File: src/cpu_pkg.sv
`default_nettype none

package cpu_pkg;

    // datapath and pc width
    localparam int XLEN      = 32;
    // register file geometry
    localparam int REG_IDX_W = 5;
    localparam int NUM_REGS  = 32;
    // raw immediate as it arrives with the instruction
    localparam int IMM_W     = 12;

    typedef enum logic [2:0] {
        ADD  = 3'd0,
        SUB  = 3'd1,
        AND  = 3'd2,
        OR   = 3'd3,
        XOR  = 3'd4,
        ADDI = 3'd5,
        LD   = 3'd6,
        ST   = 3'd7
    } op_e;

    // decoded instruction with bypassed operands, ID to EX
    typedef struct packed {
        logic [XLEN-1:0]      pc;
        op_e                  op;
        logic [REG_IDX_W-1:0] rd;
        logic                 wen;
        logic [XLEN-1:0]      src_a;
        logic [XLEN-1:0]      src_b;
        // already sign extended
        logic [XLEN-1:0]      imm;
        logic [XLEN-1:0]      st_data;
    } id_ex_t;

    // alu result or memory address, EX to MEM
    typedef struct packed {
        logic [XLEN-1:0]      pc;
        logic                 is_load;
        logic                 is_store;
        logic [REG_IDX_W-1:0] rd;
        logic                 wen;
        logic [XLEN-1:0]      result;
        logic [XLEN-1:0]      st_data;
    } ex_mem_t;

    // final writeback record, MEM to WB
    typedef struct packed {
        logic [XLEN-1:0]      pc;
        logic [REG_IDX_W-1:0] rd;
        logic                 wen;
        logic [XLEN-1:0]      result;
    } mem_wb_t;

endpackage

`default_nettype wire

File: src/fwd_if.sv
`timescale 1ns/100ps
`default_nettype none

interface fwd_if;
    import cpu_pkg::*;

    // stage holds an item this cycle
    logic                 valid;
    // item will write the register file
    logic                 wen;
    logic [REG_IDX_W-1:0] windex;
    logic [XLEN-1:0]      wdata;
    // load still in EX, wdata is only the address
    logic                 is_load;

    // producing stage side
    modport source (output valid, wen, windex, wdata, is_load);
    // bypass unit side
    modport sink (input valid, wen, windex, wdata, is_load);

endinterface

`default_nettype wire

File: src/bypass_unit.sv
`timescale 1ns/100ps
`default_nettype none

module bypass_unit (
    input  wire  [cpu_pkg::REG_IDX_W-1:0] index1,
    input  wire  [cpu_pkg::REG_IDX_W-1:0] index2,
    input  wire  [cpu_pkg::XLEN-1:0]      reg1,
    input  wire  [cpu_pkg::XLEN-1:0]      reg2,
    fwd_if.sink                           ex_fwd,
    fwd_if.sink                           mem_fwd,
    fwd_if.sink                           wb_fwd,
    output logic [cpu_pkg::XLEN-1:0]      bypass_reg1,
    output logic [cpu_pkg::XLEN-1:0]      bypass_reg2,
    output logic                          load_use
);
    import cpu_pkg::*;

    logic ex_hit1, mem_hit1, wb_hit1;
    logic ex_hit2, mem_hit2, wb_hit2;

    // live producer writing this source, r0 never matches
    function automatic logic hit(input logic valid, input logic wen,
                                 input logic [REG_IDX_W-1:0] windex,
                                 input logic [REG_IDX_W-1:0] index);
        return valid && wen && (windex == index) && (index != '0);
    endfunction

    assign ex_hit1  = hit(ex_fwd.valid, ex_fwd.wen, ex_fwd.windex, index1);
    assign mem_hit1 = hit(mem_fwd.valid, mem_fwd.wen, mem_fwd.windex, index1);
    assign wb_hit1  = hit(wb_fwd.valid, wb_fwd.wen, wb_fwd.windex, index1);
    assign ex_hit2  = hit(ex_fwd.valid, ex_fwd.wen, ex_fwd.windex, index2);
    assign mem_hit2 = hit(mem_fwd.valid, mem_fwd.wen, mem_fwd.windex, index2);
    assign wb_hit2  = hit(wb_fwd.valid, wb_fwd.wen, wb_fwd.windex, index2);

    // youngest producer first
    always_comb begin
        if (ex_hit1)       bypass_reg1 = ex_fwd.wdata;
        else if (mem_hit1) bypass_reg1 = mem_fwd.wdata;
        else if (wb_hit1)  bypass_reg1 = wb_fwd.wdata;
        else               bypass_reg1 = reg1;
        if (ex_hit2)       bypass_reg2 = ex_fwd.wdata;
        else if (mem_hit2) bypass_reg2 = mem_fwd.wdata;
        else if (wb_hit2)  bypass_reg2 = wb_fwd.wdata;
        else               bypass_reg2 = reg2;
    end

    // load data shows up in MEM, so one bubble is needed
    assign load_use = ex_fwd.is_load && (ex_hit1 || ex_hit2);

endmodule

`default_nettype wire

File: src/cpu_top.sv
`timescale 1ns/100ps
`default_nettype none

module cpu_top #(
    parameter int unsigned DMEM_WORDS = 32
) (
    input  wire                           clk,
    input  wire                           arst_n,
    input  wire                           inst_valid,
    output logic                          inst_ready,
    input  wire  [cpu_pkg::XLEN-1:0]      inst_pc,
    input  wire  cpu_pkg::op_e            inst_op,
    input  wire  [cpu_pkg::REG_IDX_W-1:0] inst_rd,
    input  wire  [cpu_pkg::REG_IDX_W-1:0] inst_rj,
    input  wire  [cpu_pkg::REG_IDX_W-1:0] inst_rk,
    input  wire  [cpu_pkg::IMM_W-1:0]     inst_imm,
    output logic                          commit_valid,
    output logic [cpu_pkg::XLEN-1:0]      commit_pc,
    output logic                          commit_wen,
    output logic [cpu_pkg::REG_IDX_W-1:0] commit_windex,
    output logic [cpu_pkg::XLEN-1:0]      commit_wdata
);
    import cpu_pkg::*;

    // stage to stage handshake
    logic id_right_valid, id_right_ready;
    logic ex_right_valid, ex_right_ready;
    logic mem_right_valid, mem_right_ready;
    id_ex_t  id_ex;
    ex_mem_t ex_mem;
    mem_wb_t mem_wb;
    // operand read and bypass
    logic [REG_IDX_W-1:0] reg_index1, reg_index2;
    logic [XLEN-1:0]      rf_rdata1, rf_rdata2;
    logic [XLEN-1:0]      bypass_reg1, bypass_reg2;
    logic                 load_use;
    // writeback port
    logic                 rf_we;
    logic [REG_IDX_W-1:0] rf_waddr;
    logic [XLEN-1:0]      rf_wdata;

    fwd_if ex_fwd ();
    fwd_if mem_fwd ();
    fwd_if wb_fwd ();

    id_stage u_id (
        .clk, .arst_n, .inst_valid, .inst_ready, .inst_pc, .inst_op,
        .inst_rd, .inst_rj, .inst_rk, .inst_imm, .reg_index1, .reg_index2,
        .reg_data1(bypass_reg1), .reg_data2(bypass_reg2), .load_use,
        .right_valid(id_right_valid), .right_ready(id_right_ready), .id_ex
    );

    regfile u_regfile (
        .clk, .arst_n, .raddr1(reg_index1), .raddr2(reg_index2),
        .rdata1(rf_rdata1), .rdata2(rf_rdata2),
        .we(rf_we), .waddr(rf_waddr), .wdata(rf_wdata)
    );

    bypass_unit u_bypass (
        .index1(reg_index1), .index2(reg_index2), .reg1(rf_rdata1), .reg2(rf_rdata2),
        .ex_fwd, .mem_fwd, .wb_fwd, .bypass_reg1, .bypass_reg2, .load_use
    );

    exe_stage u_exe (
        .clk, .arst_n, .left_valid(id_right_valid), .left_ready(id_right_ready), .id_ex,
        .right_valid(ex_right_valid), .right_ready(ex_right_ready), .ex_mem, .fwd(ex_fwd)
    );

    mem_stage #(.DMEM_WORDS(DMEM_WORDS)) u_mem (
        .clk, .arst_n, .left_valid(ex_right_valid), .left_ready(ex_right_ready), .ex_mem,
        .right_valid(mem_right_valid), .right_ready(mem_right_ready), .mem_wb, .fwd(mem_fwd)
    );

    wb_stage u_wb (
        .clk, .arst_n, .left_valid(mem_right_valid), .left_ready(mem_right_ready), .mem_wb,
        .rf_we, .rf_waddr, .rf_wdata, .fwd(wb_fwd), .commit_valid, .commit_pc,
        .commit_wen, .commit_windex, .commit_wdata
    );

endmodule

`default_nettype wire

File: src/exe_stage.sv
`timescale 1ns/100ps
`default_nettype none

module exe_stage (
    input  wire              clk,
    input  wire              arst_n,
    input  wire              left_valid,
    output logic             left_ready,
    input  wire  cpu_pkg::id_ex_t  id_ex,
    output logic             right_valid,
    input  wire              right_ready,
    output cpu_pkg::ex_mem_t ex_mem,
    fwd_if.source            fwd
);
    import cpu_pkg::*;

    logic            ex_valid;
    id_ex_t          ex_r;
    logic [XLEN-1:0] alu_out;

    assign left_ready  = !ex_valid || right_ready;
    assign right_valid = ex_valid;

    always_ff @(posedge clk or negedge arst_n) begin
        if (!arst_n) begin
            ex_valid <= 1'b0;
        end else if (left_ready) begin
            ex_valid <= left_valid;
        end
    end

    always_ff @(posedge clk) begin
        if (left_valid && left_ready) begin
            ex_r <= id_ex;
        end
    end

    // register ops use src_b, the rest is base plus offset
    always_comb begin
        case (ex_r.op)
            ADD:     alu_out = ex_r.src_a + ex_r.src_b;
            SUB:     alu_out = ex_r.src_a - ex_r.src_b;
            AND:     alu_out = ex_r.src_a & ex_r.src_b;
            OR:      alu_out = ex_r.src_a | ex_r.src_b;
            XOR:     alu_out = ex_r.src_a ^ ex_r.src_b;
            default: alu_out = ex_r.src_a + ex_r.imm;
        endcase
    end

    always_comb begin
        ex_mem.pc       = ex_r.pc;
        ex_mem.is_load  = (ex_r.op == LD);
        ex_mem.is_store = (ex_r.op == ST);
        ex_mem.rd       = ex_r.rd;
        ex_mem.wen      = ex_r.wen;
        ex_mem.result   = alu_out;
        ex_mem.st_data  = ex_r.st_data;
    end

    // for a load wdata is the address, bypass stalls on it
    assign fwd.valid   = ex_valid;
    assign fwd.wen     = ex_r.wen;
    assign fwd.windex  = ex_r.rd;
    assign fwd.wdata   = alu_out;
    assign fwd.is_load = (ex_r.op == LD);

endmodule

`default_nettype wire

File: src/id_stage.sv
`timescale 1ns/100ps
`default_nettype none

module id_stage (
    input  wire                           clk,
    input  wire                           arst_n,
    input  wire                           inst_valid,
    output logic                          inst_ready,
    input  wire  [cpu_pkg::XLEN-1:0]      inst_pc,
    input  wire  cpu_pkg::op_e            inst_op,
    input  wire  [cpu_pkg::REG_IDX_W-1:0] inst_rd,
    input  wire  [cpu_pkg::REG_IDX_W-1:0] inst_rj,
    input  wire  [cpu_pkg::REG_IDX_W-1:0] inst_rk,
    input  wire  [cpu_pkg::IMM_W-1:0]     inst_imm,
    output logic [cpu_pkg::REG_IDX_W-1:0] reg_index1,
    output logic [cpu_pkg::REG_IDX_W-1:0] reg_index2,
    input  wire  [cpu_pkg::XLEN-1:0]      reg_data1,
    input  wire  [cpu_pkg::XLEN-1:0]      reg_data2,
    input  wire                           load_use,
    output logic                          right_valid,
    input  wire                           right_ready,
    output cpu_pkg::id_ex_t               id_ex
);
    import cpu_pkg::*;

    logic                 id_valid;
    logic [XLEN-1:0]      pc_r;
    op_e                  op_r;
    logic [REG_IDX_W-1:0] rd_r;
    logic [REG_IDX_W-1:0] rj_r;
    logic [REG_IDX_W-1:0] rk_r;
    logic [IMM_W-1:0]     imm_r;
    logic [XLEN-1:0]      imm_ext;
    logic                 use_imm;

    // hold back while a load in EX feeds a source
    assign right_valid = id_valid && !load_use;
    // empty, or the held instruction moves on this cycle
    assign inst_ready  = !id_valid || (right_valid && right_ready);

    always_ff @(posedge clk or negedge arst_n) begin
        if (!arst_n) begin
            id_valid <= 1'b0;
        end else if (inst_ready) begin
            id_valid <= inst_valid;
        end
    end

    always_ff @(posedge clk) begin
        if (inst_valid && inst_ready) begin
            pc_r  <= inst_pc;
            op_r  <= inst_op;
            rd_r  <= inst_rd;
            rj_r  <= inst_rj;
            rk_r  <= inst_rk;
            imm_r <= inst_imm;
        end
    end

    assign reg_index1 = rj_r;
    assign reg_index2 = rk_r;
    assign imm_ext    = {{(XLEN-IMM_W){imm_r[IMM_W-1]}}, imm_r};
    // immediate forms take imm as second operand
    assign use_imm    = (op_r == ADDI) || (op_r == LD) || (op_r == ST);

    always_comb begin
        id_ex.pc      = pc_r;
        id_ex.op      = op_r;
        id_ex.rd      = rd_r;
        // no write for r0 or stores
        id_ex.wen     = (rd_r != '0) && (op_r != ST);
        id_ex.src_a   = reg_data1;
        id_ex.src_b   = use_imm ? imm_ext : reg_data2;
        id_ex.imm     = imm_ext;
        // store data comes from rk
        id_ex.st_data = reg_data2;
    end

endmodule

`default_nettype wire

File: src/mem_stage.sv
`timescale 1ns/100ps
`default_nettype none

module mem_stage #(
    parameter int unsigned DMEM_WORDS = 32
) (
    input  wire                    clk,
    input  wire                    arst_n,
    input  wire                    left_valid,
    output logic                   left_ready,
    input  wire  cpu_pkg::ex_mem_t ex_mem,
    output logic                   right_valid,
    input  wire                    right_ready,
    output cpu_pkg::mem_wb_t       mem_wb,
    fwd_if.source                  fwd
);
    import cpu_pkg::*;

    localparam int ADDR_W = (DMEM_WORDS > 1) ? $clog2(DMEM_WORDS) : 1;

    logic              mem_valid;
    ex_mem_t           mem_r;
    logic [XLEN-1:0]   dmem [DMEM_WORDS];
    logic [ADDR_W-1:0] dmem_idx;
    logic [XLEN-1:0]   mem_result;

    assign left_ready  = !mem_valid || right_ready;
    assign right_valid = mem_valid;

    always_ff @(posedge clk or negedge arst_n) begin
        if (!arst_n) begin
            mem_valid <= 1'b0;
        end else if (left_ready) begin
            mem_valid <= left_valid;
        end
    end

    always_ff @(posedge clk) begin
        if (left_valid && left_ready) begin
            mem_r <= ex_mem;
        end
    end

    // word address, wrapped into the ram
    assign dmem_idx = ADDR_W'((mem_r.result >> 2) % DMEM_WORDS);

    // store commits to ram as it leaves for WB
    always_ff @(posedge clk) begin
        if (mem_valid && mem_r.is_store && right_ready) begin
            dmem[dmem_idx] <= mem_r.st_data;
        end
    end

    // loads swap the address for the read word
    assign mem_result = mem_r.is_load ? dmem[dmem_idx] : mem_r.result;

    always_comb begin
        mem_wb.pc     = mem_r.pc;
        mem_wb.rd     = mem_r.rd;
        mem_wb.wen    = mem_r.wen;
        mem_wb.result = mem_result;
    end

    assign fwd.valid   = mem_valid;
    assign fwd.wen     = mem_r.wen;
    assign fwd.windex  = mem_r.rd;
    assign fwd.wdata   = mem_result;
    assign fwd.is_load = 1'b0;

endmodule

`default_nettype wire

File: src/regfile.sv
`timescale 1ns/100ps
`default_nettype none

module regfile (
    input  wire                           clk,
    input  wire                           arst_n,
    input  wire  [cpu_pkg::REG_IDX_W-1:0] raddr1,
    input  wire  [cpu_pkg::REG_IDX_W-1:0] raddr2,
    output logic [cpu_pkg::XLEN-1:0]      rdata1,
    output logic [cpu_pkg::XLEN-1:0]      rdata2,
    input  wire                           we,
    input  wire  [cpu_pkg::REG_IDX_W-1:0] waddr,
    input  wire  [cpu_pkg::XLEN-1:0]      wdata
);
    import cpu_pkg::*;

    logic [XLEN-1:0] regs [NUM_REGS];

    // writes land on the edge, r0 is skipped
    always_ff @(posedge clk or negedge arst_n) begin
        if (!arst_n) begin
            for (int i = 0; i < NUM_REGS; i++) begin
                regs[i] <= '0;
            end
        end else if (we && waddr != '0) begin
            regs[waddr] <= wdata;
        end
    end

    // async read, r0 hardwired to zero
    assign rdata1 = (raddr1 == '0) ? '0 : regs[raddr1];
    assign rdata2 = (raddr2 == '0) ? '0 : regs[raddr2];

endmodule

`default_nettype wire

File: src/wb_stage.sv
`timescale 1ns/100ps
`default_nettype none

module wb_stage (
    input  wire                           clk,
    input  wire                           arst_n,
    input  wire                           left_valid,
    output logic                          left_ready,
    input  wire  cpu_pkg::mem_wb_t        mem_wb,
    output logic                          rf_we,
    output logic [cpu_pkg::REG_IDX_W-1:0] rf_waddr,
    output logic [cpu_pkg::XLEN-1:0]      rf_wdata,
    fwd_if.source                         fwd,
    output logic                          commit_valid,
    output logic [cpu_pkg::XLEN-1:0]      commit_pc,
    output logic                          commit_wen,
    output logic [cpu_pkg::REG_IDX_W-1:0] commit_windex,
    output logic [cpu_pkg::XLEN-1:0]      commit_wdata
);
    import cpu_pkg::*;

    logic    wb_valid;
    mem_wb_t wb_r;

    // WB never stalls
    assign left_ready = 1'b1;

    always_ff @(posedge clk or negedge arst_n) begin
        if (!arst_n) begin
            wb_valid <= 1'b0;
        end else begin
            wb_valid <= left_valid;
        end
    end

    always_ff @(posedge clk) begin
        if (left_valid) begin
            wb_r <= mem_wb;
        end
    end

    assign rf_we    = wb_valid && wb_r.wen;
    assign rf_waddr = wb_r.rd;
    assign rf_wdata = wb_r.result;

    assign fwd.valid   = wb_valid;
    assign fwd.wen     = wb_r.wen;
    assign fwd.windex  = wb_r.rd;
    assign fwd.wdata   = wb_r.result;
    assign fwd.is_load = 1'b0;

    // commit trace trails writeback by one cycle, zeroed when idle
    always_ff @(posedge clk or negedge arst_n) begin
        if (!arst_n) begin
            commit_valid  <= 1'b0;
            commit_pc     <= '0;
            commit_wen    <= 1'b0;
            commit_windex <= '0;
            commit_wdata  <= '0;
        end else begin
            commit_valid  <= wb_valid;
            commit_pc     <= wb_valid ? wb_r.pc : '0;
            commit_wen    <= wb_valid && wb_r.wen;
            commit_windex <= wb_valid ? wb_r.rd : '0;
            commit_wdata  <= wb_valid ? wb_r.result : '0;
        end
    end

endmodule

`default_nettype wire
File: config.mk
export PLATFORM = sky130hd
export DESIGN_NAME = cpu_top
export DESIGN_NICKNAME = d
export VERILOG_FILES = /design/src/cpu_pkg.sv /design/src/fwd_if.sv /design/src/bypass_unit.sv /design/src/cpu_top.sv /design/src/exe_stage.sv /design/src/id_stage.sv /design/src/mem_stage.sv /design/src/regfile.sv /design/src/wb_stage.sv
export SDC_FILE = /design/constraint.sdc
export NUM_CORES = 2
export LEC_CHECK = 0
export ABC_CLOCK_PERIOD_IN_PS = 29400
export BUFFER_PORTS_ARGS = -buffer_cell sky130_fd_sc_hd__buf_2
export CAP_MARGIN = 20
export CORE_MARGIN = 1
export CORE_UTILIZATION = 30
export DETAILED_ROUTE_END_ITERATION = 6
export SLEW_MARGIN = 10
export SYNTH_ARGS = -nofsm -noshare
export SYNTH_HDL_FRONTEND = slang
export SYNTH_SLANG_ARGS = --single-unit
File: constraint.sdc
create_clock -name clk -period 29.4 [get_ports clk]
set_input_delay 2.94 -clock clk [delete_from_list [all_inputs] [get_ports clk]]
set_output_delay 2.94 -clock clk [all_outputs]
set_load 0.01 [all_outputs]
==> results.cfg <==
[run_status]
outcome = finished, final reports clean

[timing]
rsz0062_at_grt = no
setup_viol = 0
slew_headroom = 0.137
fin_crit_ns = 6.70
post-route-period-util = 0.228
finalSetupTns_ns = 0
skew_ns = 0.0794
worstMarginPinSlew_ns = 1.29
timing.fmax_ghz = 0.149
slew_viol_final = 0
hold_violations = 0

[setup_path]
critPathRequiredTime_ns = 26.46
r2r_cells = 12
critPathLaunchType = flop
rr_endpoint = u_exe.ex_r[81]
cp_max_fo = 41
end_kind = output pin
critPathArrivalTime_ns = 3.76
rrSetupSlack_ns = 22.79
path_class = reg -> out
r2r-start = u_id.reg_index2[0]

[routing]
drtIter0Drc = 6237
drc_errors = 0
routed-via-count = 63500
ant_nets = 0
drt-vias-per-instance = 5.39
wire_per_inst_um = 28.0
dr.pass1.iters = 6
finalWirelength_um = 330000

[synthesis]
synth-async-reset-ratio = 0.437
syn_inst = 6520
syn_avg_cell_area_um2 = 17.5
ys_seq_area_frac = 0.611
synth-edff-count = 1409
ys.flop_type = edfxtp_1
syn_area_um2 = 114000
synth.distinct_cells = 77
ys_ff_latch = 2513
yosys_warnings = 0
syn_nets = 6688

[pwr]
vdd_drop_max_mv = 0.0482
pwr_density_cell_nw_per_um2 = 73.4
p_leak_nw = 49.0

[die]
initial_core_util = 0.302
num_io_pins = 137
die-width_um = 620
row_count = 226
core_um2 = 379000
die_y_um = 620
die_area_um2 = 384000

[final_layout]
nets = 6726
syn2layout_area_growth_pct = 13.9
layout.cells.non_filler = 11800
drive_gt1_frac = 0.407
area.sequential_um2 = 69900
fill_cells = 35400
multi_input_area_um2 = 42300

[clock_tree]
post_cts_buffers = 0
clock-root-buffer = clkbuf_16
cts.sinks = 2513
clk_pin_slew_ns = 0.06
h-tree-depth = 5
numCtsBuffers = 277
insertion_delay_ns = 0.86
cts_resized = 0
cts_tree = done
cts_buffer_depth = 4
cts_hold_buf = 0

[global_routing]
grt_max_degree = 163
overflow = 0
grt_pass1_vias = 66000
antenna_found_initial = 19
grt_pass1_wl_um = 479000
grt_usage = 0.170

[placement]
place_congestion = 0.908
dp.cells = 11300
port_buffers = 136
dp_hpwl_um = 186000

[hold_path]
hold_class = reg -> reg
holdPathStages = 0
hp-start = u_regfile.regs[999]
holdPathEnd = u_regfile.regs[999]

[run]
maxCapViolations = 0
-- routing by layer --
metal,global-route usage,vias up,wire length [um]
li1,-,25900,-
met1,0.223,34600,134000
met2,0.282,2439,162000
met3,0.0309,600,22400
met4,0.0602,6,12100
met5,0,-,36
-- final cells by class --
| type | count | share of cell area |
|---|---|---|
| diodes | 5 | 0.0000961 |
| clock buffers | 385 | 0.0607 |
| clock inverters | 97 | 0.00754 |
| inverters | 96 | 0.00277 |
| multi-input cells | 3349 | 0.324 |
| flip-flops and latches | 2513 | 0.537 |
| well taps | 5016 | 0.0482 |
| repair buffers | 321 | 0.0194 |
-- stage by stage --
step	hold WS [ns]	instance area [um2]	util	setup slack [ns]	power [mW]
2_1_floorplan	0.400	114000	-	19.38	5.58
3_3_place_gp	0.376	121000	0.319	22.17	6.11
3_5_place_dp	0.384	121000	0.319	21.89	6.17
4_1_cts	0.397	130000	0.342	22.59	9.61
5_1_grt	0.405	130000	0.343	22.24	9.92
6_report	0.395	130000	0.344	22.70	9.56
-- power breakdown --
part | internal (mW) | switching, mW | total, mW
logic | 0.870 | 0.801 | 1.67
registers | 4.12 | 0.335 | 4.46
clock network | 2.01 | 1.42 | 3.43
-- logic make-up after synthesis --
logic type	after synthesis	synth area share
flops	2513	0.611
mux	2070	0.297
buf+inv	658	0.0234
simple gates	587	0.0247
compound gates	501	0.0262
fa+ha+maj	103	0.0113
xor+xnor	88	0.00674
-- state kept, by name, summed over array words and instances (netlist names), 12 cells and up, named ones only --
| signal | count |
|---|---|
| u_wb.commit_pc | 32 |
| u_wb.wb_r | 32 |
| u_id.imm_r | 12 |
| u_exe.ex_mem | 64 |
| u_exe.ex_r | 79 |
| u_regfile.regs | 1024 |
| u_mem.dmem | 1024 |
| u_wb.fwd.wdata | 32 |
| u_mem.mem_r | 66 |
| u_wb.commit_wdata | 32 |
| u_mem.mem_wb | 32 |
| u_id.pc_r | 32 |
-- cells in the mapped netlist, types with 17 or more instances --
cell | instances | area, um2
buf_1 | 89 | 334
nor3_1 | 20 | 100
a21o_1 | 22 | 165
inv_1 | 95 | 357
a21oi_1 | 173 | 866
ha_1 | 102 | 1280
mux2_1 | 30 | 338
nand4_1 | 21 | 131
dfrtp_1 | 1099 | 27500
nand3_1 | 20 | 100
edfxtp_1 | 1409 | 42300
buf_2 | 92 | 460
mux4_2 | 956 | 21500
a211oi_1 | 29 | 218
clkbuf_1 | 362 | 1360
nand2_1 | 159 | 597
xor2_1 | 18 | 158
mux2_2 | 973 | 11000
xnor2_1 | 70 | 613
o21ai_0 | 146 | 731
mux2i_1 | 111 | 1110
nor2_1 | 188 | 706
and2_1 | 75 | 469
o211ai_1 | 17 | 128
-- worst max-delay path, cell delays in order (launching register included) --
cell      delay (ns)
edfxtp_1        0.40
buf_4           0.37
or4_1           0.59
nor2_1          0.46
nor4_2          0.11
buf_4           0.29
o21a_1          0.34
nand2_1         0.15
buf_2           0.15
-- placed cells by master (no fill, tap or decap), types with 143 or more instances in the layout --
master     synthesis  final
clkbuf_16          0    288
buf_4             13    155
dfrtp_1         1099   1096
edfxtp_1        1409   1409
o21ai_0          146    146
nand2_1          159    148
mux4_2           956    956
a21oi_1          173    173
nor2_1           188    143
mux2_2           973    973
-- worst max-delay path by stage --
stage,from,to,slack [ns]
2_1_floorplan,u_exe.fwd.valid,u_exe.fwd.valid,19.38
3_3_place_gp,arst_n,u_wb.commit_wdata[30],22.17
3_5_place_dp,arst_n,u_wb.commit_wdata[30],21.89
4_1_cts,u_id.reg_index2[0],u_exe.ex_r[81],22.59
5_1_grt,u_id.reg_index2[0],u_exe.ex_r[81],22.24
6_report,u_id.reg_index1[1],inst_ready,22.70
Note: power is estimated with default switching activity, not from simulation.
